--- src/include/macros.svh ---
// Lane selects assume lane 0 sits in the low bits and the lane index stays in range
`ifndef MACROS_SVH
`define MACROS_SVH

// Lane n of a packed INT8 vector
// Works with a variable n, since the part-select width is fixed
`define LANE8(vec, n) vec[(n)*8 +: 8]

// Lane n of a packed 16-bit vector
// Used for accumulator results and the read mux
`define LANE16(vec, n) vec[(n)*16 +: 16]

`endif

--- src/verilog/mini_core_accel_pkg.sv ---
// Fixed 4x4 INT8 geometry; skew, lane packing and timing all assume DIM of 4
package mini_core_accel_pkg;

    localparam int DIM        = 4;              // Grid side
    localparam int DATA_W     = 8;              // INT8 operands
    localparam int ACC_W      = 16;             // Wrapping accumulator width
    localparam int SKEW_STEPS = 2*DIM - 1;      // Diagonal wavefront length
    localparam int STEP_W     = $clog2(SKEW_STEPS + 1);  // Counter must reach SKEW_STEPS
    localparam int LANE_W     = DIM * DATA_W;   // One packed operand row or column
    localparam int RES_W      = DIM * DIM * ACC_W;       // All accumulators packed

    // Operands and done entering a PE
    typedef struct packed {
        logic [DATA_W-1:0] weight;
        logic [DATA_W-1:0] activation;
        logic              done;
    } t_pe_unit_input;

    // Same fields registered toward the neighbors
    typedef struct packed {
        logic [DATA_W-1:0] weight;
        logic [DATA_W-1:0] activation;
        logic              done;
    } t_pe_unit_output;

    // Write target select
    typedef enum logic {
        MAT_ACT = 1'b0,     // Activation matrix A
        MAT_WGT = 1'b1      // Weight matrix B
    } t_mat_sel;

    typedef enum logic [2:0] {
        IDLE,
        CLEAR,              // Zero the array
        FEED,               // Skewed operands on the lanes
        DRAIN,              // Wait for results to settle and be captured
        DONE
    } t_ctrl_state;

endpackage

--- src/verilog/accel_ctrl.sv ---
// Fixed sequence with no abort; start is sampled only in IDLE
`timescale 1ns/1ps

module accel_ctrl (
    input  logic clk,
    input  logic rst,
    input  logic start,
    input  logic feed_end,    // Skewer finished its last step
    input  logic captured,    // Result bank latched the array
    output logic clear_acc,
    output logic feed_en,
    output logic busy,
    output logic done
);
    import mini_core_accel_pkg::*;

    t_ctrl_state state;
    t_ctrl_state state_next;

    always_ff @(posedge clk) begin
        if (rst) begin
            state <= IDLE;
        end else begin
            state <= state_next;
        end
    end

    always_comb begin
        state_next = state;
        case (state)
            IDLE: begin
                if (start) begin
                    state_next = CLEAR;
                end
            end
            CLEAR:   state_next = FEED;   // One cycle of clear
            FEED: begin
                if (feed_end) begin
                    state_next = DRAIN;
                end
            end
            DRAIN: begin
                // Done still crossing the grid
                if (captured) begin
                    state_next = DONE;
                end
            end
            DONE:    state_next = IDLE;
            default: state_next = IDLE;
        endcase
    end

    assign clear_acc = (state == CLEAR);
    // Skewer loads step 0 during CLEAR so it is on the lanes in the first FEED cycle
    assign feed_en   = (state == CLEAR) || (state == FEED);
    assign busy      = (state != IDLE);
    assign done      = (state == DONE);   // Single-cycle pulse

endmodule

--- config.mk ---
export PLATFORM = sky130hd
export DESIGN_NAME = accel_ctrl
export DESIGN_NICKNAME = d
export VERILOG_FILES = /design/src/include/macros.svh /design/src/verilog/mini_core_accel_pkg.sv /design/src/verilog/accel_ctrl.sv
export SDC_FILE = /design/constraint.sdc
export NUM_CORES = 1
export LEC_CHECK = 0
export BUFFER_PORTS_ARGS = -buffer_cell sky130_fd_sc_hd__buf_2
export CAP_MARGIN = 20
export CORE_AREA = 3 3 40 42
export DETAILED_ROUTE_END_ITERATION = 16
export DIE_AREA = 0 0 43 45
export PLACE_DENSITY = 0.3
export SETUP_SLACK_MARGIN = 0.5
export SLEW_MARGIN = 20
export SYNTH_ARGS = -nofsm -noshare
export SYNTH_HDL_FRONTEND = slang
export SYNTH_SLANG_ARGS = --single-unit
--- constraint.sdc ---
create_clock -name clk -period 0.8 [get_ports clk]
set_input_delay 0.04 -clock clk [delete_from_list [all_inputs] [get_ports clk]]
set_output_delay 0.04 -clock clk [all_outputs]
set_load 0.02 [all_outputs]
Yosys cells after proc, flatten, opt, wreduce, memory -nomap -nowiden --
Cells that the tools add are included.
Cells by class: add/sub/neg operators 0, multipliers 0, divide/modulo/power cells 0, magnitude comparators 0, eq/ne operators 7, shift-type cells 0, mux-type cells 4, bitwise logic cells 0, reduce and logical (&&, ||, !) cells 4
Operators by type and width (count):
- one-hot mux 3 bit (4 select lines) | 1
- two-way mux 3 bit | 3
- equality test 3 x 2 -> 1 bit (second input constant) | 2
- != test 2 bit (second input constant) | 3
- equality test 3 x 1 -> 1 bit (second input constant) | 1
- equality test 3 bit (second input constant) | 1
- zero test 3 bit | 1
- AND reduction 3 bit | 1
- nonzero test 3 bit | 1
- logical OR 1 bit | 1
Word-level totals: register bits after elaboration 3, latch bits 0, bits in writable memories 0, bits in read-only memories 0, bits of input ports 5, output and inout port bits 4, logic and storage cells 16, memories 0

Depth between registers and ports, before layout --
depth in word-level cells 3, mapped depth 4, depth with buffers taken out 3

Worst setup path after synthesis --
No wires, ideal clock.
path kind register to output, start register state[0], end output clear_acc, arrival time 963 ps, data required time 760 ps, setup slack -203 ps, cell stages (with the launch flop) 3, path buffers 1, cells stage by stage dfxtp_1 -> buf_4 -> nor3b_1
Between the ends: longest elaborated chain between the ends 1
Ends and longest elaborated chain:
- start: declaration | line accel_ctrl.sv:17 | t_ctrl_state state;
- start signal: assignment | line accel_ctrl.sv:24 | state <= state_next;
- equality test 3 x 1 -> 1 bit | line accel_ctrl.sv:53 | assign clear_acc = (state == CLEAR);
- end: declaration | line accel_ctrl.sv:10 | output logic clear_acc,
Every way passes these cells.

Final worst setup path --
start register state[1], end output busy
Between the ends: longest elaborated chain between the ends 1
Ends and longest elaborated chain:
- nonzero test 3 bit | line accel_ctrl.sv:56 | assign busy = (state != IDLE);
- end: declaration | line accel_ctrl.sv:12 | output logic busy,
Every way passes these cells.

==> results by group <==
Yosys
  • Ys async rst share: 0
  • Post-synth top cells: dfxtp_1 (3), nor2_1 (2), nor3b_1 (2), o21ai_0 (2)
  • Top FF cell, synth: dfxtp_1
  • #FFs+latches synth: 3
  • Synth Net Count: 24
  • Post-synthesis instance total: 19
  • YS warnings: 0
  • Number of synthesized flops with an enable pin: 0
  • Main area contributors after synthesis: dfxtp_1 (36%), nor3b_1 (9.0%), buf_6 (6.7%)
  • Cell with the most instances after synthesis: dfxtp_1
  • Yosys cell types: 14
  • Yosys top cell area share: 0.358
  • Post-synthesis sequential area ratio: 0.358
  • Largest area contributor in the netlist: dfxtp_1
  • Post-Syn Area: 168 sq um
  • Syn Area/Cell: between 8 and 9 sq um

Die
  • Starting Density: 0.130
  • Die area: around 1900 sq um
  • Die Wd: approximately 43 microns
  • Die height: approximately 45 microns
  • I/O Pins: 9
  • Row cnt: 13
  • Core ar.: around 1300 sq um

Timing
  • Rel. slew slack: 0.895
  • Final Setup Violations: 7
  • Endpoints failing hold: 0
  • Slew @ Worst Pin: 0.157 ns
  • Tcrit/Tclk final: 1.36
  • Final Max Tran Viols: 0
  • Setup slack after layout: -0.285 ns
  • FMAX: 0.922 GHz
  • Layout Skew: ~0.00025 ns
  • Unrepaired setup endpoints after global routing: yes
  • Minimum clock period: around 1.1 ns

Placement
  • DP Area: between 200 and 300 sq um
  • GPL Wtd Cong: 0.691
  • PortBufs: 8

Hold path
  • Worst hold-check path type: in2reg
  • Hold Startpoint: captured

Detailed routing
  • Number of DRC markers in iteration 0: 0
  • Total Routed Length: ~400 microns
  • Post-route ant nets: 0
  • Routed met3 length: between 20 and 30 microns
  • Average via count per standard cell: around 3.8
  • Residual DRC: 0
  • Wire length on met1: between 150 and 200 microns
  • Top sig layer: met3
  • Detailed-route via count: 180
  • WL/cell: 8.38 microns
  • DRT Pass-1 Iters: 1
  • DR WL met2: about 210 microns

Worst setup path
  • Worst endpoint data arrival time: between 1 and 1.5 ns
  • Worst R2R Start: state[0]
  • Worst path required time: 0.76 ns
  • Setup crit end kind: primary output
  • CP startpoint kind: flop
  • Worst setup path start: state[1]
  • CP Class: reg2out
  • Critical-path maximum fanout: 3

Layout
  • Largest register FFs: 3
  • Final net count: 39
  • Biggest regs: state x3
  • Layout cells sized above 1: 0.727
  • # diodes: 0
  • Syn-to-layout area delta: 86.6%
  • Largest register by flop count: state
  • Final Cell Area: 313 sq um
  • Fill count: 138

GRT
  • Initial antenna violation count: 0
  • Total global routing overflow: 0
  • First-pass GRT wire length: around 750 microns
  • Vias in the first global route: 200
  • All-Layer GR Usage: 0.0582
  • Largest net degree at the start of global routing: 8

Power
  • IR drop worst, VDD: approximately 0.00043 V
  • P per Cell Area: roughly 2000 nW/um^2
  • Leakage: ~0.14 nW
  • Design Power: around 630 uW

Clock network
  • Clk buf depth: 2
  • CTS Buf Count: 3
  • Worst-Skew Late Latency: between 0.2 and 0.25 ns
  • H-tree depth: 1
  • CTS Hold Bufs: 0
  • Clock tree from TritonCTS: built
  • CTS Sinks: 3
  • Root buf cell: clkbuf_4
  • Clk slew on worst S/H paths: approximately 0.04 ns

Status
  • Failing checks: negative setup slack
  • Outcome: finished, violations left

Flow run
  • Total of max-cap violations: 0
-- layout by cell type, fill, tap and decap left out --
master	n
clkbuf_1	1
o21ai_1	1
dfxtp_4	1
nor3b_2	2
o21ai_0	1
mux2i_1	1
dfxtp_2	2
clkbuf_4	3
inv_1	1
a21oi_1	1
nor2b_1	1
buf_4	6
a31oi_1	1
buf_2	4
or3_4	1
nor2_4	1
and4_2	1
nor2_2	1
xnor2_1	1
buf_6	2
-- power by group --
group | switching [mW] | leakage [nW] | internal, mW
sequential | 0.0138 | 0.0261 | 0.164
clock | 0.0753 | 0.0150 | 0.187
combinational | 0.0884 | 0.102 | 0.105
total | 0.178 | 0.143 | 0.456
-- cell families after synthesis --
family / after synthesis / share of synthesized area
AND/OR/NAND/NOR: 7 / 0.269
AO/OA/AOI/OAI: 4 / 0.127
XOR/XNOR: 1 / 0.0522
flip-flops: 3 / 0.358
buffers and inverters: 3 / 0.134
multiplexers: 1 / 0.0597
-- through the flow --
| stage | instances | setup WS [ns] | hold WS, ns | setup TNS (ns) | utilization |
|---|---|---|---|---|---|
| 2_1_floorplan | 19 | -0.0463 | 0.150 | -0.0463 | - |
| 3_3_place_gp | 43 | -0.0650 | 0.273 | -0.249 | 0.197 |
| 3_5_place_dp | 43 | -0.0667 | 0.267 | -0.229 | 0.197 |
| 4_1_cts | 48 | -0.299 | 0.0139 | -1.11 | 0.241 |
| 5_1_grt | 48 | -0.322 | 0.0346 | -1.44 | 0.243 |
| 6_report | 48 | -0.285 | 0.0226 | -1.02 | 0.243 |
-- layout make-up --
type / count / area, sq um / share of cell area
Timing Repair Buffer: 12 / 87.6 / 0.280
Sequential cell: 3 / 66.3 / 0.212
Tap cell: 15 / 18.8 / 0.0600
Multi-Input combinational cell: 13 / 110 / 0.352
Inverter: 1 / 3.75 / 0.0120
Clock buffer: 4 / 26.3 / 0.0840
-- metal layers --
layer / track usage / up-vias
met1: 0.0505 / 81
met2: 0.0838 / 5
met5: 0 / -
li1: - / 94
met4: 0.0904 / 0
met3: 0.0239 / 0
-- worst max-delay path: stages, from the launching register on --
cell	delay (ns)
dfxtp_2	0.32
or3_4	0.36
buf_6	0.14
-- worst paths after layout --
path / end / slack [ns] / cells past startpoint
hold / removal: state[1] / 0.02 / 2
hold reg to reg: state[0] / 0.59 / 2
setup / recovery: busy / -0.28 / 2
setup reg to reg: state[0] / -0.05 / 3
-- timing repair --
item	4_1_cts	5_1_grt
endpoints found under the setup margin	7	7
pin swaps	0	1
resized for setup	9	1
setup buffers	1	0
Power figures use the tool's default switching activity.
