## src/include/macros.svh

```systemverilog
// Lane selects assume lane 0 sits in the low bits and the lane index stays in range
`ifndef MACROS_SVH
`define MACROS_SVH

// Lane n of a packed INT8 vector
// Works with a variable n, since the part-select width is fixed
`define LANE8(vec, n) vec[(n)*8 +: 8]

// Lane n of a packed 16-bit vector
// Used for accumulator results and the read mux
`define LANE16(vec, n) vec[(n)*16 +: 16]

`endif

```

## src/verilog/mini_core_accel_pkg.sv

```systemverilog
// Fixed 4x4 INT8 geometry; skew, lane packing and timing all assume DIM of 4
package mini_core_accel_pkg;

    localparam int DIM        = 4;              // Grid side
    localparam int DATA_W     = 8;              // INT8 operands
    localparam int ACC_W      = 16;             // Wrapping accumulator width
    localparam int SKEW_STEPS = 2*DIM - 1;      // Diagonal wavefront length
    localparam int STEP_W     = $clog2(SKEW_STEPS + 1);  // Counter must reach SKEW_STEPS
    localparam int LANE_W     = DIM * DATA_W;   // One packed operand row or column
    localparam int RES_W      = DIM * DIM * ACC_W;       // All accumulators packed

    // Operands and done entering a PE
    typedef struct packed {
        logic [DATA_W-1:0] weight;
        logic [DATA_W-1:0] activation;
        logic              done;
    } t_pe_unit_input;

    // Same fields registered toward the neighbors
    typedef struct packed {
        logic [DATA_W-1:0] weight;
        logic [DATA_W-1:0] activation;
        logic              done;
    } t_pe_unit_output;

    // Write target select
    typedef enum logic {
        MAT_ACT = 1'b0,     // Activation matrix A
        MAT_WGT = 1'b1      // Weight matrix B
    } t_mat_sel;

    typedef enum logic [2:0] {
        IDLE,
        CLEAR,              // Zero the array
        FEED,               // Skewed operands on the lanes
        DRAIN,              // Wait for results to settle and be captured
        DONE
    } t_ctrl_state;

endpackage

```

## src/verilog/array_feed_if.sv

```systemverilog
// Skewer-to-array bus with no handshake; the array consumes every cycle
`timescale 1ns/1ps

interface array_feed_if;
    import mini_core_accel_pkg::*;

    logic [LANE_W-1:0] weights;     // Lane c enters the top of column c
    logic [LANE_W-1:0] activation;  // Lane r enters the left of row r
    logic              first_done;  // Pulse into PE(0,0) with its last operands
    logic              clear;       // Level, zeroes every PE register
    logic              valid;       // Done has reached PE(3,3)

    // Operand source side
    modport skewer (
        output weights, activation, first_done, clear
    );

    // Grid side
    modport array (
        input  weights, activation, first_done, clear,
        output valid
    );

endinterface

```

## src/verilog/operand_skewer.sv

```systemverilog
// Lanes are registered one cycle ahead of use, so feed_en must rise during CLEAR
`timescale 1ns/1ps
`include "macros.svh"

module operand_skewer (
    input  logic                                   clk,
    input  logic                                   rst,
    input  logic                                   wr_en,
    input  mini_core_accel_pkg::t_mat_sel          wr_sel,
    input  logic [1:0]                             wr_row,
    input  logic [mini_core_accel_pkg::LANE_W-1:0] wr_data,   // Lane k is element k
    input  logic                                   busy,      // Blocks buffer writes
    input  logic                                   clear_acc,
    input  logic                                   feed_en,
    output logic                                   feed_end,  // High with the last step
    array_feed_if.skewer                           feed
);
    import mini_core_accel_pkg::*;

    logic [LANE_W-1:0] a_buf [DIM];   // Row r of A
    logic [LANE_W-1:0] b_buf [DIM];   // Row k of B
    logic [STEP_W-1:0] step;          // Step that the next lane load presents
    logic [LANE_W-1:0] act_next;
    logic [LANE_W-1:0] wgt_next;

    // Host writes, ignored while an operation runs
    always_ff @(posedge clk) begin
        if (wr_en && !busy) begin
            if (wr_sel == MAT_ACT) begin
                a_buf[wr_row] <= wr_data;
            end else begin
                b_buf[wr_row] <= wr_data;
            end
        end
    end

    // Counts while feeding, parks at SKEW_STEPS so the lanes go to zero
    always_ff @(posedge clk) begin
        if (rst || !feed_en) begin
            step <= '0;
        end else if (step != STEP_W'(SKEW_STEPS)) begin
            step <= step + 1'b1;
        end
    end

    // Diagonal skew, row r lags by r steps and column c lags by c steps
    always_comb begin
        int k;
        act_next = '0;
        wgt_next = '0;
        for (int i = 0; i < DIM; i++) begin
            k = int'(step) - i;
            if (feed_en && k >= 0 && k < DIM) begin
                `LANE8(act_next, i) = `LANE8(a_buf[i], k);   // A[i][step-i]
                `LANE8(wgt_next, i) = `LANE8(b_buf[k], i);   // B[step-i][i]
            end
        end
    end

    always_ff @(posedge clk) begin
        if (rst) begin
            feed.activation <= '0;
            feed.weights    <= '0;
            feed.first_done <= 1'b0;
            feed_end        <= 1'b0;
        end else begin
            feed.activation <= act_next;   // Zero outside the wavefront
            feed.weights    <= wgt_next;
            feed.first_done <= feed_en && (step == STEP_W'(DIM-1));  // Last pair for PE(0,0)
            feed_end        <= feed_en && (step == STEP_W'(SKEW_STEPS-1));
        end
    end

    assign feed.clear = clear_acc;  // Same cycle as the controller's CLEAR state

endmodule

```

## src/flat_wrapper.sv

```systemverilog
// flat-port wrapper written by rule: the top's interface ports become plain ports
module operand_skewer_flat import mini_core_accel_pkg::*;
  (clk, rst, wr_en, wr_sel, wr_row, wr_data, busy, clear_acc, feed_en, feed_end, feed_weights, feed_activation, feed_first_done, feed_clear);
  array_feed_if feed_i ();
  input  logic clk;
  input  logic rst;
  input  logic wr_en;
  input  mini_core_accel_pkg::t_mat_sel wr_sel;
  input  logic [1:0] wr_row;
  input  logic [mini_core_accel_pkg::LANE_W-1:0] wr_data;
  input  logic busy;
  input  logic clear_acc;
  input  logic feed_en;
  output logic feed_end;
  output wire logic [$bits(feed_i.weights)-1:0] feed_weights;
  output wire logic [$bits(feed_i.activation)-1:0] feed_activation;
  output wire logic [$bits(feed_i.first_done)-1:0] feed_first_done;
  output wire logic [$bits(feed_i.clear)-1:0] feed_clear;
  assign feed_weights = feed_i.weights;
  assign feed_activation = feed_i.activation;
  assign feed_first_done = feed_i.first_done;
  assign feed_clear = feed_i.clear;
  operand_skewer u_core (.clk(clk), .rst(rst), .wr_en(wr_en), .wr_sel(wr_sel), .wr_row(wr_row), .wr_data(wr_data), .busy(busy), .clear_acc(clear_acc), .feed_en(feed_en), .feed_end(feed_end), .feed(feed_i));
endmodule
```

## config.mk

```make
export PLATFORM = sky130hd
export DESIGN_NAME = operand_skewer_flat
export DESIGN_NICKNAME = d
export VERILOG_FILES = /design/src/verilog/mini_core_accel_pkg.sv /design/src/verilog/array_feed_if.sv /design/src/verilog/operand_skewer.sv /design/src/flat_wrapper.sv
export VERILOG_INCLUDE_DIRS = /design/src /design/src/include
export SDC_FILE = /design/constraint.sdc
export NUM_CORES = 1
export LEC_CHECK = 0
export ABC_AREA = 1
export ABC_CLOCK_PERIOD_IN_PS = 4600
export BUFFER_PORTS_ARGS = -buffer_cell sky130_fd_sc_hd__buf_4
export CAP_MARGIN = 20
export CORE_MARGIN = 5
export CORE_UTILIZATION = 25
export DETAILED_ROUTE_END_ITERATION = 6
export GPL_ROUTABILITY_DRIVEN = 1
export PLACE_DENSITY_LB_ADDON = 0.15
export SYNTH_ARGS = -nofsm -noshare
export SYNTH_HDL_FRONTEND = slang
export SYNTH_SLANG_ARGS = --single-unit
```

## constraint.sdc

```tcl
create_clock -name clk -period 4.6 [get_ports clk]
set_input_delay 0.92 -clock clk [delete_from_list [all_inputs] [get_ports clk]]
set_output_delay 0.92 -clock clk [all_outputs]
set_load 0.03 [all_outputs]
```

-- Word-level counts from Yosys, hierarchy flattened
Memory sizes are Yosys's and may differ from the RTL's. A register that Yosys moved wholly into a read port is not among the register bits.
Index checks and enable logic that the tools add are counted.
- $add $sub $neg: 4
- multipliers: 0
- div/mod/pow operators: 0
- $lt $le $gt $ge: 8
- eq/ne operators: 3
- shift operators: 4
- multiplexer cells: 6
- bitwise operators: 4
- reduce and logical (&&, ||, !) cells: 18
- operators by type and width (kind ; number):
    $ge 32x1->1 const B ; 3
    $lt 32x4->1 const B ; 3
    $shiftx 32x32->8 ; 3
    $shiftx 32x7->8 ; 1
    $logic_and 1x1->1 ; 11
    $reduce_or 2->1 ; 4
    $sub 3x2->4 const B ; 2
    $mux 1 ; 6
    $not 1->1 ; 4
    $sub 3x1->4 const B ; 1
    $add 3x1->3 const B ; 1
    $eq 3x2->1 const B ; 1
    $eq 3x3->1 const B ; 1
    $ge 3x1->1 const B ; 1
    $lt 3x3->1 const B ; 1
    $ne 3x3->1 const B ; 1
    $logic_not 1->1 ; 2
    $logic_or 1x1->1 ; 1
- flip-flop bits (word level): 37
- latch bits: 0
- bits in writable memories: 256
- memory bits (read-only): 0
- word-level logic and storage cells: 56
- memories: 2
- memory list (name ; depth ; width ; read ports ; clocked after memory_dff ; wr ports ; line ; RTL):
    u_core.a_buf ; 4 ; 32 ; 4 ; 0 ; 1 ; operand_skewer.sv:20 ; logic [LANE_W-1:0] a_buf [DIM];
    u_core.b_buf ; 4 ; 32 ; 4 ; 4 ; 1 ; operand_skewer.sv:21 ; logic [LANE_W-1:0] b_buf [DIM];

-- Longest topological paths before layout
- depth in word-level cells: 6
- mapped depth: 11
- gate-level depth less buffers: 7

-- Worst setup path after synthesis
OpenSTA, ideal clock, no wires.
- path type: input -> register
- start point: in wr_sel
- end point: mem u_core.a_buf[0][0] in the netlist's numbering, enable pin
- library setup time: 0.461 ns
- arrival time: 3.334 ns
- data required time: 4.139 ns
- path slack: 0.804 ns
- cell stages on the path: 2
- cell sequence: nand3b_1 > nor3_1
- longest elaborated chain between the ends: 3
- RTL lines (item ; line ; RTL):
    start, declared ; flat_wrapper.sv:8 ; input mini_core_accel_pkg::t_mat_sel wr_sel;
    $mux 1 ; operand_skewer.sv:29 ; if (wr_sel == MAT_ACT) begin
    $mux 1 ; operand_skewer.sv:28 ; if (wr_en && !busy) begin
    $mux 1 (implied by the code) ; operand_skewer.sv:30 ; a_buf[wr_row] <= wr_data;
    end, declared ; operand_skewer.sv:20 ;
Every way passes these cells.

-- Worst setup path in the final report
- start point: reg u_core.step[0]
- end point: reg u_core.feed.weights[12], read port of u_core.b_buf
- longest elaborated chain between the ends: 6
- elaborated cells on any way between the ends: 7
- RTL lines (item ; line ; RTL):
    start, declared ; operand_skewer.sv:22 ; logic [STEP_W-1:0] step;
    start signal, assigned ; operand_skewer.sv:42 ; step <= step + 1'b1;
    $sub 3x1->4 * ; operand_skewer.sv:52 ; k = int'(step) - i;
    $ge 32x1->1 ; operand_skewer.sv:53 ; if (feed_en && k >= 0 && k < DIM) begin
    $logic_and 1x1->1 (2 in a row) ; operand_skewer.sv:53 ;
    $not 1->1 (no source line) ; - ;
    $reduce_or 2->1 (no source line) ; - ;
    end, declared ; array_feed_if.sv:15 ; output weights, activation, first_done, clear
Mark *: on every way between the ends. The rest lies on a longest branch, timed or not.
A chain may end at the register's enable or synchronous reset.

==> flow_metrics.tcl <==
set metrics [dict create \
    yosys_warnings 0 \
    path_class "reg2reg" \
    grt_pass1_vias 7658 \
    tightest_slew_ns 1.03 \
    routed_wl_um 34200 \
    placed_cell_area_um2 13800 \
    clk_pin_slew_ns 0.06 \
    slew_headroom 0.309 \
    clockBufferDepth 3 \
    critPathMaxStageDelay_ns 0.80 \
    worst_ep_arrival_time_ns 3.33 \
    drive_gt1_frac 0.166 \
    fillers 5058 \
    fmax_mhz 345 \
    drt-pass1-iter-count 4 \
    synth_nets 1116 \
    finalSetupViolCount 0 \
    fin_crit_sh 0.630 \
    grt.overflow.total 0 \
    post_drt_wl_per_cell_um 18.3 \
    die_w_um 232 \
    vias 7552 \
    ant_nets 0 \
    worstPathRequired_ns 5.03 \
    syn_inst 1066 \
    core_um2 48800 \
    clock_latency_ns 0.52 \
    hold_violations 0 \
    holdBufCountCts 0 \
    final_cell_area_um2 15000 \
    min_path_type "in2reg" \
    nNetsFinal 1228 \
    cp_slowest_cell "dfxtp_4" \
    clockRootBuffer "clkbuf_16" \
    yosysSeqAreaShare 0.737 \
    drc_errors 0 \
    portBuffers 105 \
    cts_sinks 325 \
    ios 108 \
    die_h_um 232 \
    dp_hpwl_um 20400 \
    track_usage 0.125 \
    cts_tree "yes" \
    ir_drop_mv 0.259 \
    cp_cell_sequence "inv_4 > ha_1 > inv_2 > nand3_1 > a21oi_1" \
    syn_area_um2 12300 \
    grt_antenna_before_repair 0 \
    fin_setup_tns_ns 0 \
    clock_skew_ns 0.00936 \
    rsz0062_at_grt "false" \
    critPathLaunchType "register" \
    multiInputGateArea_um2 2460 \
    viasPerCell 4.03 \
    grt_max_degree 85 \
    syn_avg_cell_area_um2 11.5 \
    period_minus_slack_ns 2.90 \
    start_util 0.252 \
    cts_max_level 2 \
    p_per_area_nw_per_um2 437 \
    post_cts_buffers 0 \
    worstSetupEndpointType "register" \
    grt_pass1_wl_um 50500 \
    outcome "finished, final reports clean" \
    power_leakage_uw 0.00608 \
    num_rows 81 \
    path_max_fanout 54 \
    gp_congestion 0.724 \
    total_power_uw 6580 \
    yosysUniqueCellTypes 23 \
    area.sequential_um2 9070 \
    syn2layout_area_growth_pct 22.2 \
    cts_buffers 38 \
    drv_slew 0 \
    postSynthRegisterBits 325 \
    dieArea_um2 53800 \
    drt_iter0_drc 441 \
    cts_resized 0 \
    drv_cap 0 \
]
worst paths after layout:
| kind | end | cells past startpoint | slack, ns | from |
|---|---|---|---|---|
| max reg2reg | u_core.feed.weights[12] | 5 | 1.70 | u_core.step[0] |
| min reg2reg | u_core.feed.activation[10] | 3 | 0.58 | u_core.a_buf[1][2] |
| max | u_core.feed.weights[12] | 5 | 1.70 | u_core.step[0] |
| min | u_core.feed.first_done | 2 | 0.57 | rst |
synth_stat cells, drive strengths merged:
cell	instances	area, µm²
nand4	1	6.26
nand2	321	1200
clkbuf	3	11.3
o21ai	3	15.0
inv	141	529
nand3	68	350
edfxtp	256	7690
dfxtp	69	1380
nor2	50	195
buf	44	278
nor3	8	40.0
and3	1	6.26
a21oi	67	335
or2	24	150
nand3b	1	7.51
ha	9	113
per-layer routing:
layer  up-vias  global-route usage  part of all wire
met5         -                   0                 0
met4         0              0.0279             0.015
met3        37              0.0229             0.037
met2       135               0.201              0.46
met1      3687               0.177              0.49
li1       3693                   -                 -
placed cells by master, fill, tap and decap left out, drive strengths merged:
master | Yosys | layout
nand2 | 321 | 321
clkinvlp | 0 | 2
bufinv | 0 | 3
nor2 | 50 | 50
nand3b | 1 | 1
edfxtp | 256 | 256
diode | 0 | 1
and3 | 1 | 1
nor3 | 8 | 8
a21oi | 67 | 67
nand4 | 1 | 1
nand3 | 68 | 68
buf | 44 | 119
o21ai | 3 | 3
or2 | 24 | 24
clkbuf | 3 | 58
dfxtp | 69 | 69
ha | 9 | 9
clkinv | 0 | 6
inv | 141 | 141
report_power, final:
| group | internal (µW) | total, µW | switching [µW] |
|---|---|---|---|
| logic | 90.3 | 314 | 223 |
| clock network | 1850 | 3020 | 1170 |
| registers | 3220 | 3250 | 23.3 |
| total | 5160 | 6580 | 1420 |
layout make-up:
| type | instances | area share |
|---|---|---|
| sequential | 325 | 0.603 |
| clock buffer | 58 | 0.0744 |
| clock inverter | 11 | 0.00873 |
| antenna | 1 | 0.000166 |
| tap | 664 | 0.0552 |
| multi-input combinational | 553 | 0.164 |
| inverter | 141 | 0.0353 |
| timing repair buffer | 119 | 0.0594 |
cells by family (layout without fill, tap and decap cells):
logic type               after synthesis  after routing  synth area share
flip-flops                           325            325             0.737
AO/OA/AOI/OAI                         70             70            0.0285
AND/OR/NAND/NOR                      474            474             0.159
adder cells (fa/ha/maj)                9              9           0.00915
other                                  0              1                 0
buffers and inverters                188            329            0.0665
state kept, by name, indices dropped and copies added (netlist names):
signal                  cells
u_core.a_buf              128
u_core.b_buf              128
u_core.feed.activation     32
u_core.feed.weights        32
u_core.step                 3
u_core.feed.first_done      1
u_core.feed_end             1
per-stage QoR:
stage / utilization / setup WS, ns / hold WS (ns) / cells
2_1_floorplan: - / 0.804 / 0.527 / 1066
3_3_place_gp: 0.282 / 1.72 / 0.566 / 1802
3_5_place_dp: 0.282 / 1.67 / 0.566 / 1802
4_1_cts: 0.308 / 1.65 / 0.548 / 1871
5_1_grt: 0.308 / 1.40 / 0.558 / 1871
6_report: 0.308 / 1.70 / 0.575 / 1872
worst max-delay path, delay by kind of cell, from the launching register on:
kind | cells | cell delay [ns]
simple gates | 1 | 0.17
fa+ha+maj | 1 | 0.44
flops | 1 | 0.80
compound gates | 1 | 0.19
buf+inv | 2 | 1.14
(Power assumes the default switching activity.)
