$ cat config.mk
export PLATFORM = sky130hd
export DESIGN_NAME = systolic_array_net_flat
export DESIGN_NICKNAME = d
export VERILOG_FILES = /design/src/verilog/mini_core_accel_pkg.sv /design/src/verilog/array_feed_if.sv /design/src/verilog/pe_unit.sv /design/src/verilog/systolic_array_net.sv /design/src/flat_wrapper.sv
export VERILOG_INCLUDE_DIRS = /design/src /design/src/include
export SDC_FILE = /design/constraint.sdc
export NUM_CORES = 2
export LEC_CHECK = 0
export BUFFER_PORTS_ARGS = -buffer_cell sky130_fd_sc_hd__buf_2
export CAP_MARGIN = 30
export CORE_MARGIN = 5
export CORE_UTILIZATION = 30
export CTS_BUF_LIST = sky130_fd_sc_hd__clkbuf_4
export DETAILED_ROUTE_END_ITERATION = 8
export PLACE_DENSITY = 0.57
export SLEW_MARGIN = 20
export SYNTH_ARGS = -nofsm -noshare
export SYNTH_HDL_FRONTEND = slang
export SYNTH_SLANG_ARGS = --single-unit
$ cat constraint.sdc
create_clock -name clk -period 5.6 [get_ports clk]
set_clock_uncertainty 0.1 [all_clocks]
set_input_delay 1.12 -clock clk [delete_from_list [all_inputs] [get_ports clk]]
set_output_delay 1.12 -clock clk [all_outputs]
set_load 0.01 [all_outputs]
$ cat src/include/macros.svh
// Lane selects assume lane 0 sits in the low bits and the lane index stays in range
`ifndef MACROS_SVH
`define MACROS_SVH

// Lane n of a packed INT8 vector
// Works with a variable n, since the part-select width is fixed
`define LANE8(vec, n) vec[(n)*8 +: 8]

// Lane n of a packed 16-bit vector
// Used for accumulator results and the read mux
`define LANE16(vec, n) vec[(n)*16 +: 16]

`endif

$ cat src/verilog/mini_core_accel_pkg.sv
// Fixed 4x4 INT8 geometry; skew, lane packing and timing all assume DIM of 4
package mini_core_accel_pkg;

    localparam int DIM        = 4;              // Grid side
    localparam int DATA_W     = 8;              // INT8 operands
    localparam int ACC_W      = 16;             // Wrapping accumulator width
    localparam int SKEW_STEPS = 2*DIM - 1;      // Diagonal wavefront length
    localparam int STEP_W     = $clog2(SKEW_STEPS + 1);  // Counter must reach SKEW_STEPS
    localparam int LANE_W     = DIM * DATA_W;   // One packed operand row or column
    localparam int RES_W      = DIM * DIM * ACC_W;       // All accumulators packed

    // Operands and done entering a PE
    typedef struct packed {
        logic [DATA_W-1:0] weight;
        logic [DATA_W-1:0] activation;
        logic              done;
    } t_pe_unit_input;

    // Same fields registered toward the neighbors
    typedef struct packed {
        logic [DATA_W-1:0] weight;
        logic [DATA_W-1:0] activation;
        logic              done;
    } t_pe_unit_output;

    // Write target select
    typedef enum logic {
        MAT_ACT = 1'b0,     // Activation matrix A
        MAT_WGT = 1'b1      // Weight matrix B
    } t_mat_sel;

    typedef enum logic [2:0] {
        IDLE,
        CLEAR,              // Zero the array
        FEED,               // Skewed operands on the lanes
        DRAIN,              // Wait for results to settle and be captured
        DONE
    } t_ctrl_state;

endpackage

$ cat src/verilog/array_feed_if.sv
// Skewer-to-array bus with no handshake; the array consumes every cycle
`timescale 1ns/1ps

interface array_feed_if;
    import mini_core_accel_pkg::*;

    logic [LANE_W-1:0] weights;     // Lane c enters the top of column c
    logic [LANE_W-1:0] activation;  // Lane r enters the left of row r
    logic              first_done;  // Pulse into PE(0,0) with its last operands
    logic              clear;       // Level, zeroes every PE register
    logic              valid;       // Done has reached PE(3,3)

    // Operand source side
    modport skewer (
        output weights, activation, first_done, clear
    );

    // Grid side
    modport array (
        input  weights, activation, first_done, clear,
        output valid
    );

endinterface

$ cat src/verilog/pe_unit.sv
// Signed INT8 MAC with a 16-bit accumulator that wraps; no saturation
`timescale 1ns/1ps

module pe_unit (
    input  logic                                  clk,
    input  logic                                  rst,
    input  logic                                  clear,       // Zeroes acc and pass-through
    input  mini_core_accel_pkg::t_pe_unit_input   pe_inputs,
    output mini_core_accel_pkg::t_pe_unit_output  pe_outputs,
    output logic [mini_core_accel_pkg::ACC_W-1:0] result
);
    import mini_core_accel_pkg::*;

    logic signed [2*DATA_W-1:0] product;   // Full-precision signed product
    logic        [ACC_W-1:0]    acc;

    assign product = $signed(pe_inputs.weight) * $signed(pe_inputs.activation);

    always_ff @(posedge clk) begin
        if (rst || clear) begin
            acc        <= '0;
            pe_outputs <= '0;
        end else begin
            // Sign-extending cast, then modulo 2^ACC_W add
            acc <= acc + ACC_W'(product);

            // Forward operands one hop; weight goes down, activation goes right
            pe_outputs.weight     <= pe_inputs.weight;
            pe_outputs.activation <= pe_inputs.activation;
            pe_outputs.done       <= pe_inputs.done;  // Done moves one PE per cycle
        end
    end

    assign result = acc;

endmodule

$ cat src/verilog/systolic_array_net.sv
// Output-stationary 4x4 grid; done must arrive at PE(0,0) with its last operand pair
`timescale 1ns/1ps
`include "macros.svh"

module systolic_array_net (
    input  logic                                  clk,
    input  logic                                  rst,
    array_feed_if.array                           feed,
    output logic [mini_core_accel_pkg::RES_W-1:0] results  // PE(r,c) in lane r*DIM+c
);
    import mini_core_accel_pkg::*;

    t_pe_unit_input  unit_in  [DIM][DIM];
    t_pe_unit_output unit_out [DIM][DIM];
    logic [ACC_W-1:0] pe_result [DIM][DIM];
    logic             done_in   [DIM][DIM];  // Done seen by each PE

    genvar row, col;
    generate
        for (row = 0; row < DIM; row++) begin : g_row
            for (col = 0; col < DIM; col++) begin : g_col
                // Edge PEs take the lanes, inner PEs take the neighbor registers
                if (row == 0) begin : g_w_top
                    assign unit_in[row][col].weight = `LANE8(feed.weights, col);
                end else begin : g_w_inner
                    assign unit_in[row][col].weight = unit_out[row-1][col].weight;
                end

                if (col == 0) begin : g_a_left
                    assign unit_in[row][col].activation = `LANE8(feed.activation, row);
                end else begin : g_a_inner
                    assign unit_in[row][col].activation = unit_out[row][col-1].activation;
                end

                // Done wavefront follows the operand diagonal
                if (row == 0 && col == 0) begin : g_d_origin
                    assign done_in[row][col] = feed.first_done;
                end else if (row == 0) begin : g_d_top
                    assign done_in[row][col] = unit_out[row][col-1].done;  // From the left
                end else if (col == 0) begin : g_d_left
                    assign done_in[row][col] = unit_out[row-1][col].done;  // From above
                end else begin : g_d_inner
                    assign done_in[row][col] = unit_out[row-1][col].done |
                                               unit_out[row][col-1].done;
                end

                assign unit_in[row][col].done = done_in[row][col];

                pe_unit u_pe (
                    .clk        (clk),
                    .rst        (rst),
                    .clear      (feed.clear),
                    .pe_inputs  (unit_in[row][col]),
                    .pe_outputs (unit_out[row][col]),
                    .result     (pe_result[row][col])
                );

                assign `LANE16(results, row*DIM + col) = pe_result[row][col];
            end
        end
    endgenerate

    // Far corner sees done with its last operands, one cycle before its final add
    assign feed.valid = done_in[DIM-1][DIM-1];

endmodule

$ cat src/flat_wrapper.sv
// flat-port wrapper written by rule: the top's interface ports become plain ports
module systolic_array_net_flat import mini_core_accel_pkg::*;
  (clk, rst, results, feed_weights, feed_activation, feed_first_done, feed_clear, feed_valid);
  array_feed_if feed_i ();
  input  logic clk;
  input  logic rst;
  output logic [mini_core_accel_pkg::RES_W-1:0] results;
  input wire logic [$bits(feed_i.weights)-1:0] feed_weights;
  input wire logic [$bits(feed_i.activation)-1:0] feed_activation;
  input wire logic [$bits(feed_i.first_done)-1:0] feed_first_done;
  input wire logic [$bits(feed_i.clear)-1:0] feed_clear;
  output wire logic [$bits(feed_i.valid)-1:0] feed_valid;
  assign feed_i.weights = feed_weights;
  assign feed_i.activation = feed_activation;
  assign feed_i.first_done = feed_first_done;
  assign feed_i.clear = feed_clear;
  assign feed_valid = feed_i.valid;
  systolic_array_net u_core (.clk(clk), .rst(rst), .feed(feed_i), .results(results));
endmodule
======== Yosys cells after proc, flatten, opt, wreduce, memory -nomap -nowiden ========
Index checks and enable logic that the tools add are counted.
operators by class
  add/sub/neg operators ................... 16
  $mul .................................... 16
  reductions and logical operators ........ 1
operators by type and width
  operator                                      number
  16-bit adder                                  16
  8-bit by 8-bit multiplier with 16-bit output  16
  1-bit logical OR                              1
word-level totals
  bits in registers ....................... 454
  input port bits ......................... 68
  output and inout port bits .............. 257

======== Depth between registers and ports, before layout ========
  word-level depth ........................ 2
  gate-level depth with buffers ........... 18
  depth with buffers taken out ............ 17

======== Hierarchy ========
Synthesis repeated with hierarchy kept, for this count alone.
unflattened totals
  cell total of the unflattened synthesis .. 5,921
  area, all modules ....................... 60,148.9 um^2
by module, submodules not included
  module                                        times used  cells an instance  area each (um^2)
  pe_unit at u_core.g_row[1].g_col[0].u_pe ...  10          369                3,757.4
  pe_unit at u_core.g_row[0].g_col[0].u_pe ...  4           371                3,754.9
  pe_unit at u_core.g_row[3].g_col[2].u_pe ...  2           369                3,749.8
  systolic_array_net                            1           9                  56.3

======== Worst setup path before layout ========
No wires, ideal clock.
  kind .................................... input to register
  from .................................... in feed_activation[8]
  to ...................................... reg u_core.g_row[1].g_col[0].u_pe.acc[15]
  setup time .............................. 0.069 ns
  arrival time ............................ 5.776 ns
  data required time ...................... 5.431 ns
  path slack .............................. -0.345 ns
  stages on the path ...................... 15
  path buffers ............................ 1
  cell sequence ........................... clkbuf_1 > and2_1 > inv_1 > fa_1 > inv_1 > fa_1 > fa_1 > fa_1 > fa_1 > ha_1 > a2111oi_4 > o21a_2 > nor4b_1 > or4b_1 > o21ai_1
between the ends
  cells in the longest elaborated chain, start to end .. 2
ends and longest elaborated chain
  item                                          RTL line           source
  start: declaration                            flat_wrapper.sv:9  input wire logic [$bits(feed_i.activation)-1:0] feed_activation;
  8-bit by 8-bit multiplier with 16-bit output  pe_unit.sv:17      assign product = $signed(pe_inputs.weight) * $signed(pe_inputs.activation);
  16-bit adder                                  pe_unit.sv:25      acc <= acc + ACC_W'(product);
  end signal: assignment                        pe_unit.sv:25
  end: declaration                              pe_unit.sv:15      logic [ACC_W-1:0] acc;
Every way passes these cells.
A chain may end at the register's enable or synchronous reset.

======== Worst setup path after layout ========
  from .................................... reg u_core.g_row[1].g_col[0].u_pe.pe_outputs[2] (netlist name)
  to ...................................... reg u_core.g_row[1].g_col[1].u_pe.acc[12]
between the ends
  cells in the longest elaborated chain, start to end .. 2
ends and longest elaborated chain
  item                                          RTL line       source
  start: declaration                            pe_unit.sv:9   output mini_core_accel_pkg::t_pe_unit_output pe_outputs,
  8-bit by 8-bit multiplier with 16-bit output  pe_unit.sv:17
  16-bit adder                                  pe_unit.sv:25
  end signal: assignment                        pe_unit.sv:25
  end: declaration                              pe_unit.sv:15
Every way passes these cells.

==> metrics <==
Synth Flop Type dfxtp_1; critical path capture point type register; FF+latch area 9090 µm²; WP data arrival 6.02 ns; CTS Hold Bufs 36; Max Clk Rate 195 MHz; reg-to-reg setup timing slack 0.46 ns; I/O pin count 325; max_slew headroom 0.447; GPL Wtd Cong 0.835; layout cells sized above 1 0.0999; worst-margin pin slew 0.829 ns; Initial DRT Pass Iterations 5; post-synth cell types 53; Power Density 176 nW/µm²; die extent in y 451 µm; die area 203000 µm²; number of cells on the critical path 12; Critical Path Max Stage Delay 0.64 ns; Net Count, Synth 7599; Initial Util 0.302; Finished Layout Cells 8942; WP data required 6.48 ns; worst r2r path cells 12; most frequent cell after synthesis fa_1; DR DRC count 0; cell taking the most area after synthesis fa_1; Rows 161; core area 193000 µm²; Clock Pin Slew Worst Setup and Hold Paths 0.06 ns; Hold Fails Final Rpt 0; gr usage total 0.153; VDD IR max 313 µV; Final setup viols 0; drt wl/cell 16.7 µm; CP startpoint kind register; Area Overhead vs Synth 12.5%; buffer and inverter count on the worst path 0; Worst Setup SP u_core.g_row[1].g_col[0].u_pe.pe_outputs[2]$_SDFF_PP0_; WL final 149 mm; crit-path most repeated cell fa_1; CTS tree done; P_leak 0.0350 µW; cell count after synthesis 5803; Die Span X 451 µm; gr ovfl total 0; CP endpoint u_core.g_row[1].g_col[1].u_pe.result[12]$_SDFF_PP0_; Root Buffer clkbuf_4; clock insertion delay at the later pin of the skew report 1.17 ns; top cell type's share of synthesized area 0.390; max cap viols 0; CTS Buf Count 152; Resized cells post-CTS 0; Crit-path slowest cell dfxtp_1; initial antenna violation count 14; synthesized area per cell 10.0 µm²; CTS H-tree lvls 4; synth cell count leaders fa_1, inv_1, and2_1; Tmin final 5.14 ns; placed wire-length estimate 123 mm; HP Class input pin to register; period utilization 0.918; postcts setup bufs 0; vias in the first global route 45200; worst r2r dst u_core.g_row[1].g_col[1].u_pe.result[12]$_SDFF_PP0_; reg2reg start u_core.g_row[1].g_col[0].u_pe.pe_outputs[2]$_SDFF_PP0_; RSZ-0062 raised after global routing no; placed insts 8614; routed vias 39800; first-pass GRT wire length 247 mm; Nets 8075; sequential-to-total area share from yosys stat 0.156; Clock Path Buffers 3; Final Util 0.340; critical-path cell list and2_1, fa_1, fa_1, fa_1, fa_1, ha_1, ha_1, a21o_1, a21oi_1, a21oi_1, o21ai_0, nor3b_1; Largest delay share family, worst path adder cells; Post-synth EDFFs 0; fillcell total 19900; outcome finished, final reports clean; crit path max fanout 9; IO buf count 324; multi-input logic area 44500 µm²; synth top area cells fa_1, dfxtp_1, ha_1, and2_1, inv_1; critical path class register to register; Async SR Flop Fraction 0; FF+latch count, synth 454; DRT iter0 DRCs 1493; Power, Total 11500 µW; Syn. warnings 0; max-slew violations 0; pin count of the biggest net entering global routing 130; CTS sink cnt 454; Avg Vias per Cell 4.45; ANT nets after route 0; cell area after synthesis 58300 µm²
## cells by family (layout without fill, tap and decap cells)
logic type	Yosys count	in the layout	share of synthesized area
AO/OA/AOI/OAI	457	457	0.0506
XOR/XNOR	258	258	0.0402
adder cells (fa/ha/maj)	1728	1728	0.517
buffers and inverters	1244	1840	0.0802
flip-flops	454	454	0.156
multiplexers	42	42	0.00749
other	0	17	0
AND/OR/NAND/NOR	1620	1620	0.148
## report_power, final
| group | switching, µW | internal [µW] | total, µW |
|---|---|---|---|
| sequential | 226 | 3390 | 3610 |
| clock | 1790 | 1830 | 3620 |
| combinational | 2370 | 1940 | 4310 |
## worst min path at each step
stage,cells after the start,endpoint,slack (ns),start
CTS,2,u_core.g_row[0].g_col[2].u_pe.pe_outputs[14]$_SDFF_PP0_,0.002,feed_weights[21]
finish,2,u_core.g_row[0].g_col[2].u_pe.pe_outputs[14]$_SDFF_PP0_,0.27,feed_weights[21]
detailed placement,1,u_core.g_row[1].g_col[3].u_pe.pe_outputs[0]$_SDFF_PP0_,0.32,u_core.g_row[1].g_col[2].u_pe.pe_outputs[0]$_SDFF_PP0_
global route,2,u_core.g_row[0].g_col[2].u_pe.pe_outputs[14]$_SDFF_PP0_,0.10,feed_weights[21]
global placement,1,u_core.g_row[1].g_col[3].u_pe.pe_outputs[0]$_SDFF_PP0_,0.31,u_core.g_row[1].g_col[2].u_pe.pe_outputs[0]$_SDFF_PP0_
floorplan,1,u_core.g_row[1].g_col[0].u_pe.pe_outputs[0]$_SDFF_PP0_,0.31,u_core.g_row[0].g_col[0].u_pe.pe_outputs[0]$_SDFF_PP0_
## layer usage
layer	up-vias	global-route usage	share of wire
li1	18800	-	-
met1	20200	0.185	0.42
met2	643	0.270	0.50
met3	233	0.0265	0.040
met4	10	0.0614	0.042
met5	-	0	0.00046
## stage by stage
step                hold WS [ns]  instance area (µm²)  TNS [ns]  worst slack [ns]
global route               0.104                65600         0             0.188
detailed placement         0.315                63200   -0.0784           -0.0494
finish                     0.266                65600         0             0.462
floorplan                  0.306                58300   -0.0243           -0.0243
CTS                      0.00214                65500         0             0.424
global placement           0.307                63200   -0.0511           -0.0511
## cell type report
| cell class | count | area share |
|---|---|---|
| Sequential cell | 454 | 0.139 |
| Clock buffer | 196 | 0.0224 |
| Timing Repair Buffer | 431 | 0.0394 |
| Inverter | 1135 | 0.0650 |
| Tap cell | 2526 | 0.0482 |
| Multi-Input combinational cell | 4105 | 0.679 |
| Antenna cell | 17 | 0.000649 |
| Clock inverter | 78 | 0.00660 |
## flip-flops by register name (all words and copies together), names as in the netlist
| name | flops |
|---|---|
| u_core.g_row.g_col.u_pe.result | 256 |
| u_core.g_row.g_col.u_pe.pe_outputs | 198 |
## cells in the final DEF (no fill, tap or decap), drive strengths merged, types with 11 or more instances in the layout
cell type and count:
a2111o 11, a211oi 22, a21boi 11, a21o 69, a21oi 130, a31oi 16, and2 816, and3 11
buf 395, clkbuf 196, clkinv 72, dfxtp 454, diode 17, dlygate4sd3 36, fa 1136, ha 592
inv 1135, mux2 13, mux2i 29, nand2 442, nand2b 21, nand3 22, nand4 11, nor2 150
nor2b 71, nor3 29, o211ai 18, o21a 55, o21ai 86, o22ai 11, or3 23, xnor2 200
xor2 52
No activity file was read; power rests on OpenSTA's default activity.
